**src/logic/fetch_settings.svh**
```systemverilog
`ifndef FETCH_SETTINGS_SVH
`define FETCH_SETTINGS_SVH

// Uncached on-chip SRAM window, base inclusive and limit exclusive
`define FETCH_SRAM_BASE  32'h0f00_0000
`define FETCH_SRAM_LIMIT 32'h0f00_2000

// Cache index width, 16 single-word entries
`define FETCH_INDEX_BITS 4

// First program counter after reset
`define FETCH_RESET_PC   32'h8000_0000

// Performance counter width
`define FETCH_COUNT_BITS 32

`endif

```
**src/logic/cache_pkg.sv**
```systemverilog
`include "fetch_settings.svh"

package cache_pkg;

	localparam int ENTRIES  = 1 << `FETCH_INDEX_BITS;
	localparam int TAG_BITS = 30 - `FETCH_INDEX_BITS; // Above index and byte offset

	typedef logic [`FETCH_INDEX_BITS-1:0] index_t;
	typedef logic [TAG_BITS-1:0]          tag_t;

	typedef struct packed {
		logic        valid;
		tag_t        tag;
		logic [31:0] word;
	} entry_t;

	function automatic index_t index_of(logic [31:0] addr);
		return addr[`FETCH_INDEX_BITS+1:2];
	endfunction

	function automatic tag_t tag_of(logic [31:0] addr);
		return addr[31:`FETCH_INDEX_BITS+2];
	endfunction

endpackage

```
**src/logic/fetch_pkg.sv**
```systemverilog
package fetch_pkg;

	// Two 32-bit instruction lanes in one memory beat
	typedef struct packed {
		logic [31:0] hi;
		logic [31:0] lo;
	} lanes_t;

	// A beat is read either as the raw bus word or per lane
	typedef union packed {
		logic [63:0] raw;
		lanes_t      lanes;
	} mem_beat_t;

	typedef enum logic [1:0] {
		OKAY = 2'b00,
		MISS = 2'b10 // Only on the cache lookup channel
	} resp_t;

	typedef enum logic [1:0] {CTRL, HITS, MISSES, BUSY} reg_addr_t;

endpackage

```
**src/logic/fetch_regs.sv**
```systemverilog
`timescale 1ns/1ns
`include "fetch_settings.svh"

module fetch_regs (
	input  logic                         clock,
	input  logic                         rst_n,
	input  logic                         cfg_write,
	input  fetch_pkg::reg_addr_t         cfg_addr,
	input  logic                         cfg_wdata,
	input  logic                         hit_event,
	input  logic                         miss_event,
	input  logic                         busy,
	output logic [`FETCH_COUNT_BITS-1:0] cfg_rdata,
	output logic                         cache_enable
);
	typedef logic [`FETCH_COUNT_BITS-1:0] count_t;

	count_t hits, misses, busy_cycles;

	// Count up by one, stop at all ones
	function automatic count_t bump(count_t value, logic event_in);
		return (event_in && value != '1) ? value + 1'b1 : value;
	endfunction

	always_ff @(posedge clock or negedge rst_n) begin
		if (!rst_n) begin
			cache_enable <= 1'b1;
			hits         <= '0;
			misses       <= '0;
			busy_cycles  <= '0;
		end else begin
			hits        <= bump(hits, hit_event);
			misses      <= bump(misses, miss_event);
			busy_cycles <= bump(busy_cycles, busy);
			if (cfg_write) begin
				case (cfg_addr)
					fetch_pkg::CTRL:   cache_enable <= cfg_wdata;
					fetch_pkg::HITS:   hits <= '0;
					fetch_pkg::MISSES: misses <= '0;
					fetch_pkg::BUSY:   busy_cycles <= '0;
					default:           cache_enable <= cache_enable;
				endcase
			end
		end
	end

	always_comb begin
		case (cfg_addr)
			fetch_pkg::CTRL:   cfg_rdata = {{(`FETCH_COUNT_BITS-1){1'b0}}, cache_enable};
			fetch_pkg::HITS:   cfg_rdata = hits;
			fetch_pkg::MISSES: cfg_rdata = misses;
			fetch_pkg::BUSY:   cfg_rdata = busy_cycles;
			default:           cfg_rdata = '0;
		endcase
	end

endmodule

```
**src/logic/fetch_top.sv**
```systemverilog
`timescale 1ns/1ns
`include "fetch_settings.svh"

module fetch_top (
	input  logic                         clock,
	input  logic                         rst_n,
	input  logic                         wb_valid,
	input  logic [31:0]                  pc,
	output logic [31:0]                  inst,
	output logic                         idu_valid,

	output logic [31:0]                  mem_araddr,
	output logic                         mem_arvalid,
	input  logic                         mem_arready,
	input  logic [63:0]                  mem_rdata,
	input  fetch_pkg::resp_t             mem_rresp,
	input  logic                         mem_rvalid,
	output logic                         mem_rready,

	input  logic                         cfg_write,
	input  fetch_pkg::reg_addr_t         cfg_addr,
	input  logic                         cfg_wdata,
	output logic [`FETCH_COUNT_BITS-1:0] cfg_rdata
);
	logic cache_enable, hit_event, miss_event, busy;

	logic [31:0]      cache_araddr, cache_rdata, cache_awaddr, cache_wdata;
	logic             cache_arvalid, cache_arready, cache_rvalid, cache_rready;
	fetch_pkg::resp_t cache_rresp;
	logic             cache_awvalid, cache_awready, cache_wvalid, cache_wready;
	logic             cache_bvalid, cache_bready;

	assign mem_rready = 1'b1; // Unit always takes read data

	fetch_unit fetch_unit_inst (
		.clock, .rst_n, .wb_valid, .pc, .cache_enable,
		.inst, .idu_valid, .hit_event, .miss_event, .busy,
		.mem_araddr, .mem_arvalid, .mem_arready,
		.mem_rdata, .mem_rresp, .mem_rvalid,
		.cache_araddr, .cache_arvalid, .cache_arready,
		.cache_rdata, .cache_rresp, .cache_rvalid, .cache_rready,
		.cache_awaddr, .cache_awvalid, .cache_awready,
		.cache_wdata, .cache_wvalid, .cache_wready,
		.cache_bvalid, .cache_bready
	);

	icache icache_inst (
		.clock, .rst_n,
		.cache_araddr, .cache_arvalid, .cache_arready,
		.cache_rdata, .cache_rresp, .cache_rvalid, .cache_rready,
		.cache_awaddr, .cache_awvalid, .cache_awready,
		.cache_wdata, .cache_wvalid, .cache_wready,
		.cache_bvalid, .cache_bready
	);

	fetch_regs fetch_regs_inst (
		.clock, .rst_n,
		.cfg_write, .cfg_addr, .cfg_wdata,
		.hit_event, .miss_event, .busy,
		.cfg_rdata, .cache_enable
	);

endmodule

```
**src/logic/fetch_unit.sv**
```systemverilog
`timescale 1ns/1ns
`include "fetch_settings.svh"

module fetch_unit (
	input  logic             clock,
	input  logic             rst_n,
	input  logic             wb_valid,
	input  logic [31:0]      pc,
	input  logic             cache_enable,
	output logic [31:0]      inst,
	output logic             idu_valid,
	output logic             hit_event,
	output logic             miss_event,
	output logic             busy,

	output logic [31:0]      mem_araddr,
	output logic             mem_arvalid,
	input  logic             mem_arready,
	input  logic [63:0]      mem_rdata,
	input  fetch_pkg::resp_t mem_rresp,
	input  logic             mem_rvalid,

	output logic [31:0]      cache_araddr,
	output logic             cache_arvalid,
	input  logic             cache_arready,
	input  logic [31:0]      cache_rdata,
	input  fetch_pkg::resp_t cache_rresp,
	input  logic             cache_rvalid,
	output logic             cache_rready,
	output logic [31:0]      cache_awaddr,
	output logic             cache_awvalid,
	input  logic             cache_awready,
	output logic [31:0]      cache_wdata,
	output logic             cache_wvalid,
	input  logic             cache_wready,
	input  logic             cache_bvalid,
	output logic             cache_bready
);
	fetch_pkg::mem_beat_t beat;
	logic [31:0] mem_word;
	logic mem_rready;
	logic start, pending, cached;
	logic in_sram, cacheable;
	logic cache_hit, cache_miss, mem_done, mem_ok, fill_done, over;

	assign mem_rready   = 1'b1;
	assign cache_rready = 1'b1;
	assign cache_bready = 1'b1;

	assign mem_araddr   = {pc[31:3], 3'b000}; // Beat aligned
	assign cache_araddr = pc;
	assign cache_awaddr = pc;
	assign cache_wdata  = inst; // Already holds the fetched word when wvalid rises

	assign in_sram   = (pc >= `FETCH_SRAM_BASE) && (pc < `FETCH_SRAM_LIMIT);
	assign cacheable = ~in_sram & cache_enable;

	assign beat.raw = mem_rdata;
	assign mem_word = pc[2] ? beat.lanes.hi : beat.lanes.lo;

	assign cache_hit  = cache_rvalid & cache_rready & (cache_rresp == fetch_pkg::OKAY);
	assign cache_miss = cache_rvalid & cache_rready & (cache_rresp == fetch_pkg::MISS);
	assign mem_done   = mem_rvalid & mem_rready;
	assign mem_ok     = mem_done & (mem_rresp == fetch_pkg::OKAY);
	assign fill_done  = cache_bvalid & cache_bready;

	// Fetch ends on a hit, on the fill answer, or on memory data that is not filled
	assign over = cache_hit | fill_done | mem_done & ~(cached & mem_ok);

	assign hit_event  = cache_hit;
	assign miss_event = cache_miss;
	assign busy       = start | pending;

	always_ff @(posedge clock or negedge rst_n) begin
		if (!rst_n) begin
			start         <= 1'b0;
			pending       <= 1'b0;
			cached        <= 1'b0;
			cache_arvalid <= 1'b0;
			mem_arvalid   <= 1'b0;
			cache_awvalid <= 1'b0;
			cache_wvalid  <= 1'b0;
			idu_valid     <= 1'b0;
		end else begin
			start <= ~start & wb_valid;
			if (start)
				cached <= cacheable; // Route fixed for the whole fetch
			if (start)
				pending <= 1'b1;
			else if (idu_valid)
				pending <= 1'b0;

			// Each valid holds until its ready is seen
			cache_arvalid <= cache_arvalid ? ~cache_arready : start & cacheable;
			mem_arvalid   <= mem_arvalid ? ~mem_arready : start & ~cacheable | cache_miss;
			cache_awvalid <= cache_awvalid ? ~cache_awready : mem_ok & cached;
			cache_wvalid  <= cache_wvalid ? ~cache_wready : mem_ok & cached;

			idu_valid <= ~idu_valid & over;
		end
	end

	always_ff @(posedge clock) begin
		if (cache_hit)
			inst <= cache_rdata;
		else if (mem_done)
			inst <= mem_word;
	end

endmodule

```
**src/logic/icache.sv**
```systemverilog
`timescale 1ns/1ns

module icache (
	input  logic             clock,
	input  logic             rst_n,
	input  logic [31:0]      cache_araddr,
	input  logic             cache_arvalid,
	output logic             cache_arready,
	output logic [31:0]      cache_rdata,
	output fetch_pkg::resp_t cache_rresp,
	output logic             cache_rvalid,
	input  logic             cache_rready,
	input  logic [31:0]      cache_awaddr,
	input  logic             cache_awvalid,
	output logic             cache_awready,
	input  logic [31:0]      cache_wdata,
	input  logic             cache_wvalid,
	output logic             cache_wready,
	output logic             cache_bvalid,
	input  logic             cache_bready
);
	cache_pkg::entry_t entries [cache_pkg::ENTRIES];
	cache_pkg::entry_t look;
	logic lookup, hit;
	logic aw_got, w_got;
	logic aw_take, w_take, fill;
	logic [31:0] fill_addr, fill_word;
	logic [31:0] wr_addr, wr_word;

	assign cache_arready = 1'b1;
	assign lookup = cache_arvalid & cache_arready;
	assign look   = entries[cache_pkg::index_of(cache_araddr)];
	assign hit    = look.valid && (look.tag == cache_pkg::tag_of(cache_araddr));

	// aw and w may arrive in either order, no new fill while the answer waits
	assign cache_awready = ~aw_got & ~cache_bvalid;
	assign cache_wready  = ~w_got & ~cache_bvalid;
	assign aw_take = cache_awvalid & cache_awready;
	assign w_take  = cache_wvalid & cache_wready;
	assign fill    = (aw_got | aw_take) & (w_got | w_take);
	assign wr_addr = aw_got ? fill_addr : cache_awaddr;
	assign wr_word = w_got ? fill_word : cache_wdata;

	always_ff @(posedge clock or negedge rst_n) begin
		if (!rst_n) begin
			for (int i = 0; i < cache_pkg::ENTRIES; i++) begin
				entries[i] <= '0;
			end
			cache_rvalid <= 1'b0;
			cache_rresp  <= fetch_pkg::OKAY;
			aw_got       <= 1'b0;
			w_got        <= 1'b0;
			cache_bvalid <= 1'b0;
		end else begin
			cache_rvalid <= cache_rvalid & ~cache_rready | lookup; // Answer one cycle later
			if (lookup) begin
				if (hit)
					cache_rresp <= fetch_pkg::OKAY;
				else
					cache_rresp <= fetch_pkg::MISS;
			end

			if (fill) begin
				entries[cache_pkg::index_of(wr_addr)] <= '{
					valid: 1'b1,
					tag:   cache_pkg::tag_of(wr_addr),
					word:  wr_word
				};
				aw_got <= 1'b0;
				w_got  <= 1'b0;
			end else begin
				aw_got <= aw_got | aw_take;
				w_got  <= w_got | w_take;
			end
			cache_bvalid <= cache_bvalid & ~cache_bready | fill;
		end
	end

	always_ff @(posedge clock) begin
		if (lookup)
			cache_rdata <= look.word;
		if (aw_take)
			fill_addr <= cache_awaddr; // Kept until w arrives
		if (w_take)
			fill_word <= cache_wdata;
	end

endmodule

```
**config.mk**
```make
export PLATFORM = sky130hd
export DESIGN_NAME = fetch_top
export DESIGN_NICKNAME = d
export VERILOG_FILES = /design/src/logic/cache_pkg.sv /design/src/logic/fetch_pkg.sv /design/src/logic/fetch_regs.sv /design/src/logic/fetch_top.sv /design/src/logic/fetch_unit.sv /design/src/logic/icache.sv
export VERILOG_INCLUDE_DIRS = /design/src /design/src/logic
export SDC_FILE = /design/constraint.sdc
export NUM_CORES = 2
export LEC_CHECK = 0
export ABC_AREA = 1
export ABC_CLOCK_PERIOD_IN_PS = 8710
export BUFFER_PORTS_ARGS = -buffer_cell sky130_fd_sc_hd__buf_4
export CAP_MARGIN = 0
export CORE_MARGIN = 1.5
export CORE_UTILIZATION = 55
export DETAILED_ROUTE_END_ITERATION = 8
export PLACE_DENSITY = 0.69
export SLEW_MARGIN = 40
export SYNTH_ARGS = -nofsm -noshare
export SYNTH_HDL_FRONTEND = slang
export SYNTH_HIERARCHICAL = 1
export SYNTH_SLANG_ARGS = --single-unit
```
**constraint.sdc**
```tcl
create_clock -name clock -period 8.71 [get_ports clock]
set_clock_uncertainty 0.2 [all_clocks]
set_input_delay 0.4355 -clock clock [delete_from_list [all_inputs] [get_ports clock]]
set_output_delay 0.4355 -clock clock [all_outputs]
set_load 0.01 [all_outputs]
```
==> out/results.tsv <==
stage	metric	value	unit
sta	RSZ-0062 raised after global routing	false	
power	Sw Ratio	30.6	%
route	WL final	174000	µm
final_layout	# fillers	9495	
worst_setup_path	critical-path cell list	nor3b_4 -> buf_4 -> nor2_2 -> nor2_8 -> nand2_4 -> nor2_4 -> buf_6 -> clkinv_1 -> buf_4 -> nand2_1 -> nand2_1	
synth	Yosys warnings	6	
sta	f_max	0.244	GHz
worst_setup_path	Crit Reg-Reg Endpoint	icache_inst/entries[476]$_DFFE_PN0P_	
worst_setup_path	CP arrival	4.53	ns
grt	grt ovf	0	
route	initial drt markers	5312	
worst_setup_path	CP Class	register to register	
place	placed cells	8649	
power	pwr dens	257	mW/mm²
sta	Final Cycle Share	47.1	%
die	Die ar.	0.109	mm²
die	Ports	206	
route	post-DR wirelength/cell	19.4	µm
worst_setup_path	crit path max fanout	66	
route	met1 wire length	72900	µm
place	Post-DP HPWL	96400	µm
power	share of power burned in registers	46.4	%
final_layout	Layout Nets	7586	
worst_setup_path	setup slack, reg-to-reg	4.61	ns
sta	worst-margin pin slew	0.919	ns
job	MaxCap Viol Count	0	
cts	CTS tree	done	
sta	Final Hold Vio Count	0	
die	initial core utilization	55.4	%
sta	Final Critical Period	4.10	ns
worst_setup_path	Critical Path Sink	icache_inst/entries[476]$_DFFE_PN0P_	
grt	maximum number of pins on one net before global-route repair	144	
worst_setup_path	Slowest cell on crit path	buf_6	
place	IO buf count	199	
worst_setup_path	FF-to-FF path depth	11	
cts	number of H-tree levels	4	
sta	Sum Neg Setup Slack	0	ns
cts	clock sink count	1180	
route	drt via density	5.59	
cts	clk_lat worst skew	0.74	ns
final_layout	Layout Cells excl Fill	8980	
grt	first-pass GRT wire length	271000	µm
worst_setup_path	Critical Path RT	9.14	ns
route	met2 routed WL	80900	µm
die	Core Box Area	0.107	mm²
grt	antenna violations before repair	1	
die	Rows	120	
sta	minimum hold slack	0.0216	ns
power	Pleak	31.3	nW
route	first drt pass iteration count	8	
sta	Final Worst Setup Slack	4.61	ns
die	Die Ht	331	µm
sta	relative slew slack	38.7	%
route	Vias	50200	
cts	clk buf depth	3	
power	switching power	5.14	mW
worst_setup_path	Worst Setup SP	icache_inst/cache_bvalid$_DFF_PN0_	
synth	mapped cell area	0.0591	mm²
place	Placer Congestion	0.916	
worst_setup_path	CP Capture Type	register	
power	clock power share	32.7	%
power	combinational power share	20.9	%
die	Die W	331	µm
cts	post_cts resized	0	
synth	Post-Syn Instances	7584	
final_layout	Ant. Diodes	0	
cts	clk root buf	clkbuf_16	
sta	final setup fails	0	
final_layout	area grow syn2layout	10.3	%
power	Peak VDD IR	0.156	mV
worst_setup_path	r2r startpoint	icache_inst/cache_bvalid$_DFF_PN0_	
place	DP Worst Slack	4.45	ns
status	status	finished clean	
route	drt drc	0	
route	Final ANT Viol Nets	0	
grt	gr usage total	31.9	%
synth	Mapped Avg Cell Area	7.79	µm²
grt	number of global-route vias before repair	47200	
final_layout	share of cells above drive strength 1	8.39	%
cts	clk slew on worst S/H paths	0.06	ns
route	met3 WL post-DR	14000	µm
power	total power	16.8	mW
worst_hold_path	HP Class	input pin to async pin	
cts	TritonCTS Buffers	131	
route	max layer used	met4	
power	Int Pwr	11.6	mW
worst_setup_path	crit-path max cell delay	0.69	ns
sta	Slew Limit Fails	0	
worst_setup_path	Setup crit start kind	register	
-- final cells by class --
type                    instances  area [µm²]  area share, %
repair buffers                381        3450           5.29
well taps                    1403        1760           2.69
inverters                     849        3210           4.93
clock inverters                33         355          0.545
clock buffers                 201        3880           5.96
multi-input cells            4933       22400           34.3
flip-flops and latches       1180       30200           46.3
-- sequential cells by signal, summed over array words and instances (netlist names), 30 cells and up --
signal and cells:
icache_inst/entries 944, fetch_regs_inst/busy_cycles 32, fetch_regs_inst/misses 32, icache_inst/cache_rdata 32
fetch_regs_inst/hits 32, fetch_unit_inst/cache_wdata 32, icache_inst/fill_addr 30, icache_inst/fill_word 32
-- power by group through the flow --
stage	clock network, mW	logic (mW)	registers [mW]
floorplan	0	2.58	7.71
global placement	0	3.28	7.82
detailed placement	0	3.41	7.88
CTS	5.57	3.48	7.79
global route	5.78	4.01	7.96
finish	5.49	3.50	7.79
-- worst max-delay path: cells and delay by family, from the launching register on --
| family | cells | cell delay, ns |
|---|---|---|
| buffers and inverters | 4 | 1.79 |
| DFF | 1 | 0.48 |
| and+or+nand+nor | 7 | 1.45 |
-- how the worst min path moves through the flow --
stage,start,to,slack (ns),depth (start not counted)
2_1_floorplan,rst_n,fetch_regs_inst/busy_cycles[0]$_DFF_PN0_,-0.06,0
3_3_place_gp,icache_inst/entries[943]$_DFFE_PN0P_,icache_inst/entries[943]$_DFFE_PN0P_,0.23,2
3_5_place_dp,rst_n,icache_inst/entries[816]$_DFFE_PN0P_,0.20,1
4_1_cts,rst_n,icache_inst/entries[53]$_DFFE_PN0P_,0.03,2
5_1_grt,rst_n,icache_inst/entries[580]$_DFFE_PN0P_,0.06,2
6_report,rst_n,icache_inst/entries[580]$_DFFE_PN0P_,0.02,2
-- what timing repair did --
action                                 CTS  global route
endpoints found under the hold margin  291             0
hold buffers                            96             0
buffers inserted                         0             0
-- per-layer routing --
layer / GRT usage (%) / up-vias
met2: 51.0 / 2149
met5: 0 / -
met3: 4.35 / 389
met4: 12.6 / 0
met1: 44.2 / 24000
li1: - / 23700
-- metrics by stage --
| step | instance area (µm²) | util (%) |
|---|---|---|
| after CTS | 65100 | 61.0 |
| after global routing | 65200 | 61.1 |
| after floorplan | 59100 | - |
| after detailed placement | 59900 | 56.1 |
| after global placement | 59600 | 55.8 |
| final | 65200 | 61.1 |
-- cells in the final DEF, fill, tap and decap left out, types with 22 or more instances in the layout --
master,n
mux2_2,58
o21ai_0,849
dlygate4sd3_1,96
nand2_1,2475
nor2_1,221
a21oi_1,351
o211ai_1,49
buf_4,248
clkbuf_16,133
nand3_1,646
o221ai_1,22
edfxtp_1,126
clkbuf_1,38
dfrtp_1,1050
inv_1,828
o21ai_1,112
clkbuf_8,30
(Power assumes the default switching activity.)
